File: src/hw/lod_config.svh
`ifndef LOD_CONFIG_SVH
`define LOD_CONFIG_SVH

// fp16 word width
`define LOD_FP_WIDTH 16

// sram interface
`define LOD_ADDR_WIDTH 16
`define LOD_WORD_WIDTH 64

// octree levels evaluated per job
`define LOD_TREE_LEVELS 5

// record table base, octree n sits at base + 2n and base + 2n + 1
`define LOD_START_ADDR 16'h0100

// cycles from rec_valid to mask_valid
`define LOD_EVAL_LATENCY 11

`endif
File: src/hw/lod_pkg.sv
`default_nettype none

`include "lod_config.svh"

package lod_pkg;

    // half precision, no subnormals
    typedef struct packed {
        logic                     sign;
        logic [4:0]               exp;
        logic [`LOD_FP_WIDTH-7:0] mant;
    } fp16_t;

    typedef struct packed {
        fp16_t x;
        fp16_t y;
        fp16_t z;
    } vec3_t;

    // even word of a record
    typedef struct packed {
        fp16_t x;
        fp16_t y;
        fp16_t z;
        fp16_t dl0;
    } pos_word_t;

    // odd word of a record
    typedef struct packed {
        fp16_t dl1;
        fp16_t dl2;
        fp16_t dl3;
        fp16_t dl4;
    } layer_word_t;

    // one sram word, decoded by address parity
    typedef union packed {
        pos_word_t   pos;
        layer_word_t layer;
    } sram_word_u;

    typedef struct packed {
        vec3_t                              pos;
        fp16_t [`LOD_TREE_LEVELS-1:0]       dl;
    } oct_rec_t;

endpackage

`default_nettype wire

File: src/hw/lod_fetch.sv
`timescale 1ns/100ps
`default_nettype none

`include "lod_config.svh"

module lod_fetch
    import lod_pkg::*;
(
    input  logic                       clk,
    input  logic                       rst_n,
    input  logic                       cal_lod,
    input  logic [`LOD_ADDR_WIDTH-1:0] tree_count,
    input  logic                       done,
    input  sram_word_u                 sram_q,
    output logic                       sram_cen,
    output logic [`LOD_ADDR_WIDTH-1:0] sram_addr,
    output oct_rec_t                   rec,
    output logic                       rec_valid
);

    typedef enum logic [2:0] {
        IDLE,
        READ0,
        READ1,
        CAPTURE,
        BUSY
    } state_t;

    state_t                     state;
    logic [`LOD_ADDR_WIDTH-1:0] addr0;

    // even word of octree n
    assign addr0 = `LOD_START_ADDR + {tree_count[`LOD_ADDR_WIDTH-2:0], 1'b0};

    always_ff @(posedge clk or negedge rst_n) begin
        if (!rst_n) begin
            state     <= IDLE;
            sram_cen  <= 1'b1;
            sram_addr <= '0;
            rec_valid <= 1'b0;
        end else begin
            rec_valid <= 1'b0;
            case (state)
                IDLE: begin
                    if (cal_lod) begin
                        state     <= READ0;
                        sram_cen  <= 1'b0;
                        sram_addr <= addr0;
                    end
                end
                READ0: begin
                    state     <= READ1;
                    sram_addr <= addr0 + 1'b1;
                end
                READ1: begin
                    state    <= CAPTURE;
                    sram_cen <= 1'b1;
                end
                CAPTURE: begin
                    state     <= BUSY;
                    rec_valid <= 1'b1;
                end
                // hold until the mask is out
                BUSY: begin
                    if (done) begin
                        state <= IDLE;
                    end
                end
                default: state <= IDLE;
            endcase
        end
    end

    // word 0 arrives in READ1, word 1 in CAPTURE
    always_ff @(posedge clk) begin
        if (state == READ1) begin
            rec.pos.x <= sram_q.pos.x;
            rec.pos.y <= sram_q.pos.y;
            rec.pos.z <= sram_q.pos.z;
            rec.dl[0] <= sram_q.pos.dl0;
        end
        if (state == CAPTURE) begin
            rec.dl[1] <= sram_q.layer.dl1;
            rec.dl[2] <= sram_q.layer.dl2;
            rec.dl[3] <= sram_q.layer.dl3;
            rec.dl[4] <= sram_q.layer.dl4;
        end
    end

endmodule

`default_nettype wire

File: config.mk
export PLATFORM = sky130hd
export DESIGN_NAME = lod_fetch
export DESIGN_NICKNAME = d
export VERILOG_FILES = /design/src/hw/lod_pkg.sv /design/src/hw/lod_fetch.sv
export VERILOG_INCLUDE_DIRS = /design/src /design/src/hw
export SDC_FILE = /design/constraint.sdc
export NUM_CORES = 1
export LEC_CHECK = 0
export BUFFER_PORTS_ARGS = -buffer_cell sky130_fd_sc_hd__buf_4
export CORE_ASPECT_RATIO = 0.8
export CORE_MARGIN = 1
export CORE_UTILIZATION = 46
export DETAILED_ROUTE_END_ITERATION = 7
export GPL_TIMING_DRIVEN = 0
export PLACE_DENSITY = 0.8
export SLEW_MARGIN = 30
export SYNTH_ARGS = -nofsm -noshare
export SYNTH_HDL_FRONTEND = slang
export SYNTH_SLANG_ARGS = --single-unit
File: constraint.sdc
create_clock -name clk -period 3.6 [get_ports clk]
set_clock_uncertainty 0.2 [all_clocks]
set_input_delay 0.18 -clock clk [delete_from_list [all_inputs] [get_ports clk]]
set_output_delay 0.18 -clock clk [all_outputs]
set_load 0.03 [all_outputs]
* After elaboration in Yosys (flattened, before gate mapping)
Cells that the tools add are included.
** Operators by class
- Multiplexer cells :: 8
- Eq/ne operators :: 6
- Reductions and logical operators :: 6
- Add/subtract/negate cells :: 2
** Operators by type and width (number)
- one-hot mux 16 bit (2 select lines) :: 1
- adder 16 x 1 -> 16 bit, second input constant :: 1
- adder 9 x 16 -> 16 bit, first input constant :: 1
- two-way mux 16 bit :: 1
- one-hot mux 3 bit (5 select lines) :: 1
- equality test 3 x 2 -> 1 bit, second input constant :: 2
- two-way mux 3 bit :: 2
- AND reduction 2 bit :: 3
- != test 2 bit, second input constant :: 2
- nonzero test 2 bit :: 2
- equality test 3 x 1 -> 1 bit, second input constant :: 1
- equality test 3 bit, second input constant :: 1
- zero test 3 bit :: 1
- two-way mux 1 bit :: 2
- one-hot mux 1 bit (2 select lines) :: 1
** Word-level totals
- Output and inout bits :: 146
- Register bits after elaboration :: 149
- Word-level logic and storage cells :: 50

* Depth between registers and ports, before layout
Gate-level depths: netlist (run 1).
- Word-level depth :: 3
- Gate-level depth with buffers :: 5
- Gate-level depth less buffers :: 4

* Worst setup path before layout (run 1)
No wires, ideal clock.
- Path kind :: flip-flop to flip-flop
- Start :: register state[0]
- End :: register rec[0] (netlist name), enable pin
- Arrival :: 2119 ps
- Period minus slack after synthesis :: 2749 ps
- Slack :: 851 ps
- Library setup time :: 430 ps
- Stages on the path, launching flop included :: 3
- Path buffers :: 0
- Path through :: dfrtp_1 -> nor2_1 -> and2_1
** Between the ends
- Longest elaborated chain between the ends :: 1
** Ends and longest elaborated chain
- start: declaration :: line lod_fetch.sv:29 : state_t state;
- start signal: assignment :: line lod_fetch.sv:37 : state <= IDLE;
- start signal: assignment :: line lod_fetch.sv:46 : state <= READ0;
- start signal: assignment :: line lod_fetch.sv:52 : state <= READ1;
- equality test 3 x 2 -> 1 bit :: line lod_fetch.sv:76 : if (state == READ1) begin
- end: declaration :: line lod_fetch.sv:17 : output oct_rec_t rec,
Every way passes these cells.
A chain may end at the register's enable or synchronous reset.

* Worst setup path after layout (run 1)
- Start :: input tree_count[7]
- End :: register sram_addr[14]
** Between the ends
- Longest elaborated chain between the ends :: 3
- Elaborated cells between the ends (all ways) :: 4
** Ends and longest elaborated chain
- start: declaration :: line lod_fetch.sv:12 : input logic [`LOD_ADDR_WIDTH-1:0] tree_count,
- adder 9 x 16 -> 16 bit (no line) *
- adder 16 x 1 -> 16 bit / two-way mux 16 bit (equally long branches) :: line lod_fetch.sv:53, lod_fetch.sv:45
- one-hot mux 16 bit (2 select lines) * :: line lod_fetch.sv:43 : case (state)
- end signal: assignment :: line lod_fetch.sv:48 : sram_addr <= addr0;
- end signal: assignment :: line lod_fetch.sv:53 : sram_addr <= addr0 + 1'b1;
- end: declaration :: line lod_fetch.sv:16 : output logic [`LOD_ADDR_WIDTH-1:0] sram_addr,
Mark *: on every way between the ends. The rest lies on a longest branch, timed or not. The select of a mux whose other input is x is not followed.

==> results of run 1 <==
## power breakdown
group | leakage [nW] | total [mW] | switching (mW) | internal, mW
Clock | 0.293 | 1.80 | 0.707 | 1.10
Combinational | 1.65 | 2.62 | 1.64 | 0.976
Sequential | 1.43 | 2.78 | 0.240 | 2.55
## final cells by class
cell class / count / area, µm² / area share [%]
Inverter: 1 / 3.75 / 0.0457
Clock inverter: 14 / 179 / 2.18
Buffer: 2 / 31.3 / 0.381
Clock buffer: 17 / 425 / 5.18
Multi-Input combinational cell: 50 / 395 / 4.81
Antenna cell: 1 / 2.50 / 0.0305
Tap cell: 136 / 170 / 2.07
Timing Repair Buffer: 319 / 2640 / 32.1
Sequential cell: 149 / 4370 / 53.2
## registers in the layout (all words and copies together) (netlist names)
name       flops
sram_cen       1
sram_addr     16
rec_valid      1
rec          128
state          3
## per-layer routing
metal	global-route usage, %	up-vias	share of wire (%)	routed length (µm)
li1	-	1475	-	-
met1	28.7	1662	34	4910
met5	0	-	0	0
met2	47.6	191	54	7730
met3	9.20	31	8.7	1240
met4	12.1	0	2.8	396
## metrics by stage
step | utilization [%] | setup slack [ns] | instances | cell area [µm²]
floorplan | - | 0.851 | 202 | 4800
global placement | 67.5 | 0.0887 | 566 | 6680
detailed placement | 68.0 | 1.65 | 568 | 6720
CTS | 83.1 | 1.07 | 688 | 8220
global route | 83.1 | 0.911 | 689 | 8220
finish | 83.1 | 0.985 | 689 | 8220
## worst max-delay path, cell delays in order
cell           delay, ns
dlygate4sd3_1       0.55
buf_4               0.13
ha_1                0.21
nand2_1             0.08
or3_1               0.34
dlygate4sd3_1       0.56
a31oi_1             0.15
dlygate4sd3_1       0.55
## final timing paths
check | to | slack, ns | depth (start not counted)
max in group asynchronous | sram_addr[6] | 2.67 | 3
min reg2reg | sram_cen | 0.32 | 1
max | sram_addr[14] | 0.99 | 8
max reg2reg | sram_addr[14] | 1.44 | 6
min in group clk | rec[98] | 0.30 | 2
min | sram_cen | 0.09 | 2
## synth_stat cells, drive strengths merged, types with 2 or more instances
cell and instances:
o21ai 3, a21oi 5, xnor2 4, nand3 3, a31oi 3, edfxtp 128, buf 2, nand2 4
or3 3, dfrtp 20, nor2 3, and2 2, mux2 10, or2 2
## cells by family (layout without fill, tap and decap cells)
kind of cell	after synthesis	in the layout	share of synthesized area (%)
AND/OR/NAND/NOR	20	20	2.45
multiplexers	11	11	2.95
XOR/XNOR	4	4	0.730
flip-flops	149	149	91.1
adder cells (fa/ha/maj)	1	1	0.261
buffers and inverters	3	353	0.730
other	0	1	0
AO/OA/AOI/OAI	14	14	1.75
==> flow_metrics.tcl, run 1 <==
set metrics [dict create \
    drc 0 \
    yosysTopAreaCell "edfxtp_1" \
    global_route.usage.total_pct 26.8 \
    cts_setup_buffers 0 \
    dr.pass1.iters 5 \
    grt_overflow_total 0 \
    critPathLaunchType "input port" \
    outcome "finished, final reports clean" \
    slew_headroom_pct 62.7 \
    hp-class "in -> async" \
    viasPerCell 4.88 \
    min_period_ns 2.61 \
    die_h_um 93.3 \
    hold_violations 0 \
    globalplace.congestion 0.771 \
    cp_max_fo 3 \
    cts_buffer_depth 2 \
    ys_types 29 \
    port_buffers 228 \
    synth_seq_area_share_pct 91.1 \
    hold-worst-slack_ns 0.0936 \
    final_antenna_net_count 0 \
    post_cts_resized 0 \
    cts_buffers 17 \
    p_leak_nw 3.37 \
    finalSetupTns_ns 0 \
    clk_latency_ns 0.40 \
    netlist_instances 202 \
    tightest_slew_ns 0.560 \
    holdBufCountCts 89 \
    core_um2 9890 \
    synth_flop_cell "edfxtp_1" \
    reg2reg_from "state[1]" \
    nets 625 \
    ctsHtreeMaxLevel 4 \
    drt_iter0_markers 149 \
    peakVddDrop_mv 0.632 \
    root_buffer "clkbuf_16" \
    yosys_warnings 0 \
    postRouteWirelength_um 14300 \
    ios 230 \
    power_mw 7.21 \
    slew_violations 0 \
    synth_top_area_share_pct 80.1 \
    row_count 32 \
    vias 3359 \
    p_per_area_nw_per_um2 877 \
    min_period_over_period_pct 72.6 \
    start_util_pct 48.5 \
    fp.dieW_um 116 \
    synth_seq_cells 149 \
    cp.required_ns 3.74 \
    rsz0062_at_grt "no" \
    path_class "in -> reg" \
    wl_per_cell_um 20.7 \
    drive_gt1_share_pct 50.9 \
    tritoncts "built" \
    ys_async_sr_fraction_pct 14.1 \
    setup_viol 0 \
    grt_pass1_wl_um 20400 \
    max_cap_violations 0 \
    die_area_um2 10800 \
    dp_hpwl_um 7710 \
    clk_pin_slew_worst_paths_ns 0.06 \
    clock.fmax_ghz 0.382 \
    synth_area_leaders "edfxtp_1 80%, dfrtp_1 10%, mux2_4 1.6%" \
    clock_sinks 149 \
    layout_commonest_cell "buf_4" \
    antenna_found_initial 1 \
    syn_nets 287 \
    crit_path_end_kind "flop" \
    synth_edf_count 128 \
    synthesis.area_um2 4800 \
    grt_max_degree 44 \
    syn2layout_area_growth_pct 71.3 \
    synth_area_per_cell_um2 23.7 \
    crit_start "tree_count[7]" \
    grt_pass1_vias 3514 \
    cp.arrival_ns 2.76 \
    fillers 468 \
    final_cell_mix "228 x buf_4, 128 x edfxtp_1, 88 x dlygate4sd3_1" \
]
No activity file was read; power rests on OpenSTA's default activity.
==> run 2, diff against run 1 <==
==> constraint.sdc (replaced) <==
create_clock -name clk -period 2.45 [get_ports clk]
set_clock_uncertainty 0.2 [all_clocks]
set_input_delay 0.1225 -clock clk [delete_from_list [all_inputs] [get_ports clk]]
set_output_delay 0.1225 -clock clk [all_outputs]
set_load 0.03 [all_outputs]
==> run 2 against run 1 <==
Effect of this change: sequential share of layout area rose by 0.35 points; clock power rose by 34%; register-to-register slack got worse by 1.2 ns; sequential cell count did not move; non-clock buffer count did not move; critical path depth fell by 1; largest power group unchanged.
==> flow_metrics.tcl, run 2 (synthesis gave the netlist of run 1 again) <==
set metrics [dict create \
    power_mw 10.3 \
    grt_pass1_vias 3524 \
    port_buffers 228 \
    outcome "finished, final reports clean" \
    reg2reg_to "sram_addr[13]" \
    cp.required_ns 2.60 \
    drive_gt1_share_pct 51.3 \
    min_period_ns 2.39 \
    min_from "sram_q[44]" \
    globalplace.congestion 0.752 \
    hp-class "in -> reg" \
    root_buffer "clkbuf_16" \
    tightest_slew_ns 0.504 \
    dp_hpwl_um 7680 \
    max_cap_violations 0 \
    setup_viol 0 \
    ios 230 \
    clk_pin_slew_worst_paths_ns 0.07 \
    vias 3309 \
    final_antenna_net_count 0 \
    clock.fmax_ghz 0.418 \
    cts_setup_buffers 0 \
    layout_commonest_cell "buf_4" \
    slew_violations 0 \
    critPathLaunchType "input port" \
    min_to "rec[108]" \
    fp.dieW_um 116 \
    reg2reg_from "state[0]" \
    reg2reg_depth 6 \
    dp.cells 568 \
    postRouteWirelength_um 14200 \
    viasPerCell 4.81 \
    peakVddDrop_mv 1.00 \
    num_antenna_cells 0 \
    hold_violations 0 \
    grt_max_degree 40 \
    multiInputGateArea_um2 408 \
    die_area_um2 10800 \
    row_count 32 \
    fillers 461 \
    ctsHtreeMaxLevel 4 \
    antenna_found_initial 0 \
    grt_pass1_wl_um 20900 \
    cts_buffers 17 \
    crit_path_end_kind "flop" \
    largest_register_ff_count 128 \
    clock_sinks 149 \
    cts_buffer_depth 2 \
    top_regs "rec (128), sram_addr (16), state (3)" \
    hold-worst-slack_ns 0.240 \
    layoutNonFillerInstCount 688 \
    cp_max_fo 5 \
    clk_latency_ns 0.40 \
    final_cell_mix "228 x buf_4, 128 x edfxtp_1, 88 x dlygate4sd3_1" \
    core_um2 9890 \
    slew_headroom_pct 66.4 \
    cp.arrival_ns 2.54 \
    syn2layout_area_growth_pct 70.2 \
    tritoncts "built" \
    nets 625 \
    start_util_pct 48.5 \
    register_area_um2 4370 \
    global_route.usage.total_pct 27.5 \
    min_period_over_period_pct 97.5 \
    path_class "in -> reg" \
    grt_overflow_total 0 \
    drt_iter0_markers 250 \
    drc 0 \
    p_leak_nw 3.33 \
    wl_per_cell_um 20.7 \
    p_per_area_nw_per_um2 1260 \
    dr.pass1.iters 4 \
    top_register "rec" \
    die_h_um 93.3 \
    worstHoldPathCells 2 \
    r2r_setup_slack_ns 0.27 \
]
run 2: what timing repair did:
item                       4_1_cts  5_1_grt
resized for setup                0        2
hold buffers                    89        0
setup endpoints to repair        0        2
hold endpoints to repair       168        0
run 2: layer usage:
metal | global-route usage (%) | wire, µm
met5 | 0 | 0
met4 | 10.3 | 301
met3 | 9.53 | 1080
met2 | 50.3 | 7760
met1 | 28.9 | 5100
run 2: metrics by stage:
stage                     cell area (µm²)  util [%]  setup WS [ns]  setup TNS [ns]
final                                8160      82.5         0.0603               0
after global routing                 8160      82.5       -0.00526        -0.00526
after CTS                            8150      82.5         0.0603               0
after detailed placement             6720      68.0          0.558               0
after global placement               6680      67.5        -0.0272           -1.61
after floorplan                      4800         -          0.408               0
run 2: critical path: stages:
cell           delay [ns]
dlygate4sd3_1        0.55
buf_4                0.13
nand3_4              0.09
or3_1                0.34
dlygate4sd3_1        0.57
a31oi_1              0.17
dlygate4sd3_1        0.56
run 2: final cells by class:
cell class / count / share of cell area, %
Tap cell: 136 / 2.08
Sequential cell: 149 / 53.5
Clock inverter: 14 / 1.41
Buffer: 2 / 0.383
Inverter: 1 / 0.0460
Timing Repair Buffer: 319 / 32.3
Clock buffer: 17 / 5.21
Multi-Input combinational cell: 50 / 5.00
run 2: how the worst max path moves through the flow:
stage                              start            end  slack [ns]  cells past startpoint
final                      tree_count[8]  sram_addr[13]        0.06                      7
after global placement          state[0]       rec[123]       -0.03                      2
after floorplan                 state[0]         rec[0]        0.41                      2
after global routing      tree_count[10]  sram_addr[15]      -0.005                      7
after detailed placement        state[0]       rec[103]        0.56                      3
after CTS                  tree_count[9]  sram_addr[13]        0.06                      7
run 2: power breakdown:
group	total [mW]	switching (mW)	internal, mW	leakage [nW]
clock network	2.41	1.09	1.32	0.257
registers	4.09	0.347	3.74	1.43
logic	3.83	2.41	1.42	1.65
==> run 3, diff against run 2 <==
==> constraint.sdc (replaced) <==
create_clock -name clk -period 2.45 [get_ports clk]
set_clock_uncertainty 0.2 [all_clocks]
set_input_delay 0.49 -clock clk [delete_from_list [all_inputs] [get_ports clk]]
set_output_delay 0.49 -clock clk [all_outputs]
set_load 0.03 [all_outputs]
==> run 3 against run 2 <==
Effect of this change: critical path depth shrank 4; combinational power decreased by 5.2%; sequential share of layout area is 6.5 points higher; via count fell by 14%; worst setup slack improved by 0.50 ns; sequential cell count did not move; first-iteration DRC count is 35% lower; largest cell class unchanged; design area shrank 11%; wire length decreased by 23%; count of clock-buffer cells in the layout stayed put; sequential power shrank 1%; fmax rose by 27%.
==> flow_metrics.tcl, run 3 (synthesis gave the netlist of run 1 again) <==
set metrics [dict create \
    wl_per_cell_um 18.3 \
    clock.fmax_ghz 0.530 \
    cp.required_ns 2.35 \
    p_per_area_nw_per_um2 1380 \
    global_route.usage.total_pct 20.8 \
    tightest_slew_ns 0.484 \
    antenna_found_initial 0 \
    ios 230 \
    largest_register_ff_count 128 \
    seq_power_share_pct 40.2 \
    dr.pass1.iters 4 \
    max_stage_delay_ns 0.46 \
    grt_pass1_vias 2859 \
    grt_pass1_wl_um 15800 \
    drt_iter0_markers 162 \
    row_count 32 \
    path_class "reg -> reg" \
    peakVddDrop_mv 0.872 \
    dp_worst_setup_slack_ns 0.537 \
    die_h_um 93.3 \
    setup_viol 0 \
    min_period_ns 1.89 \
    tritoncts "built" \
    clk_latency_ns 0.40 \
    postRouteWirelength_um 11000 \
    critPathTopFamily "simple AND/OR/NAND/NOR gates" \
    grt_max_degree 40 \
    layout_setup_ws_ns 0.565 \
    clock_sinks 149 \
    crit_chain "nor2_1 > and2_4 > buf_12" \
    outcome "finished, final reports clean" \
    clkPwrFrac_pct 23.6 \
    p_leak_nw 2.98 \
    start_util_pct 48.5 \
    viasPerCell 4.75 \
    cp.arrival_ns 1.78 \
    globalplace.congestion 0.752 \
    top_regs "rec (128), sram_addr (16), state (3)" \
    crit_buf_inv 1 \
    utilization_pct 73.5 \
    drc 0 \
    cp_max_fo 37 \
    crit_path_end_kind "flop" \
    grt_overflow_total 0 \
    fp.dieW_um 116 \
    root_buffer "clkbuf_16" \
    max_cap_violations 0 \
    nets 537 \
    hold_violations 0 \
    sw_frac_of_total_pct 36.6 \
    rsz0062_at_grt "no" \
    slew_headroom_pct 67.8 \
    slowest_stage "and2_4" \
    vias 2849 \
    dp_hpwl_um 7680 \
    final_cell_mix "228 x buf_4, 128 x edfxtp_1, 20 x dfrtp_1" \
    cts_buffers 17 \
    fin_area_um2 7270 \
    power.net_switching_mw 3.67 \
    ctsHtreeMaxLevel 4 \
    num_antenna_cells 0 \
    cts_buffer_depth 2 \
    final_antenna_net_count 0 \
    dpl-instance-area_um2 6720 \
    syn2layout_area_growth_pct 51.7 \
    min_period_over_period_pct 76.9 \
    critPathLaunchType "flop" \
    p_int_mw 6.36 \
    die_area_um2 10800 \
    layout_commonest_cell "buf_4" \
    hp-class "in -> reg" \
    clk_pin_slew_worst_paths_ns 0.06 \
    p_comb_share_pct 36.2 \
    port_buffers 228 \
    core_um2 9890 \
    slew_violations 0 \
    drive_gt1_share_pct 60.6 \
    top_register "rec" \
]
-- run 3: stage by stage --
stage / power, mW / TNS [ns] / hold WS (ns) / std cells
5_1_grt: 10.4 / 0 / 0.0424 / 600
3_5_place_dp: 7.72 / 0 / 0.192 / 568
6_report: 10.0 / 0 / 0.0641 / 600
4_1_cts: 10.1 / 0 / 0.0459 / 600
2_1_floorplan: 6.21 / 0 / -0.00559 / 202
3_3_place_gp: 7.60 / -1.61 / 0.184 / 566
-- run 3: final timing paths --
check / cells after the start / end / slack, ns / from
worst max-delay path: 3 / rec[3] / 0.56 / state[0]
worst min-delay path: 1 / rec[49] / 0.06 / sram_q[17]
worst max register to register: 3 / rec[3] / 0.56 / state[0]
worst min register to register: 1 / state[1] / 0.30 / state[2]
max in group asynchronous: 2 / sram_cen / 1.47 / rst_n
min in group asynchronous: 2 / sram_addr[2] / 0.29 / rst_n
-- run 3: final cells by class --
| class | count | area [µm²] |
|---|---|---|
| tap | 136 | 170 |
| clock buffer | 17 | 425 |
| inverter | 1 | 3.75 |
| clock inverter | 14 | 115 |
| multi-input combinational | 50 | 395 |
| timing repair buffer | 231 | 1760 |
| fill | 603 | 2620 |
| buffer | 2 | 31.3 |
| sequential | 149 | 4370 |
-- run 3: power by group through the flow --
stage / registers [mW] / logic [mW] / clock network [mW]
after floorplan: 5.47 / 0.736 / 0
after global routing: 4.11 / 3.80 / 2.51
after detailed placement: 4.07 / 3.65 / 0
after CTS: 4.04 / 3.66 / 2.41
final: 4.03 / 3.63 / 2.37
after global placement: 4.07 / 3.53 / 0
-- run 3: metal layers --
metal | global-route usage (%) | share of wire [%] | vias up
met5 | 0 | 0 | -
met4 | 10.0 | 2.4 | 0
met3 | 7.39 | 8.1 | 22
met2 | 36.9 | 54 | 143
met1 | 21.8 | 36 | 1388
li1 | - | - | 1296
-- run 3: timing repair --
item	in CTS	in global routing
hold endpoints to repair	20	0
hold buffers	1	0
resized for setup	0	0
buffers inserted	0	0
-- run 3: worst reg2reg max path, stage by stage (launching register included) --
cell,delay (ns)
dfrtp_1,0.44
nor2_1,0.18
and2_4,0.46
buf_12,0.29
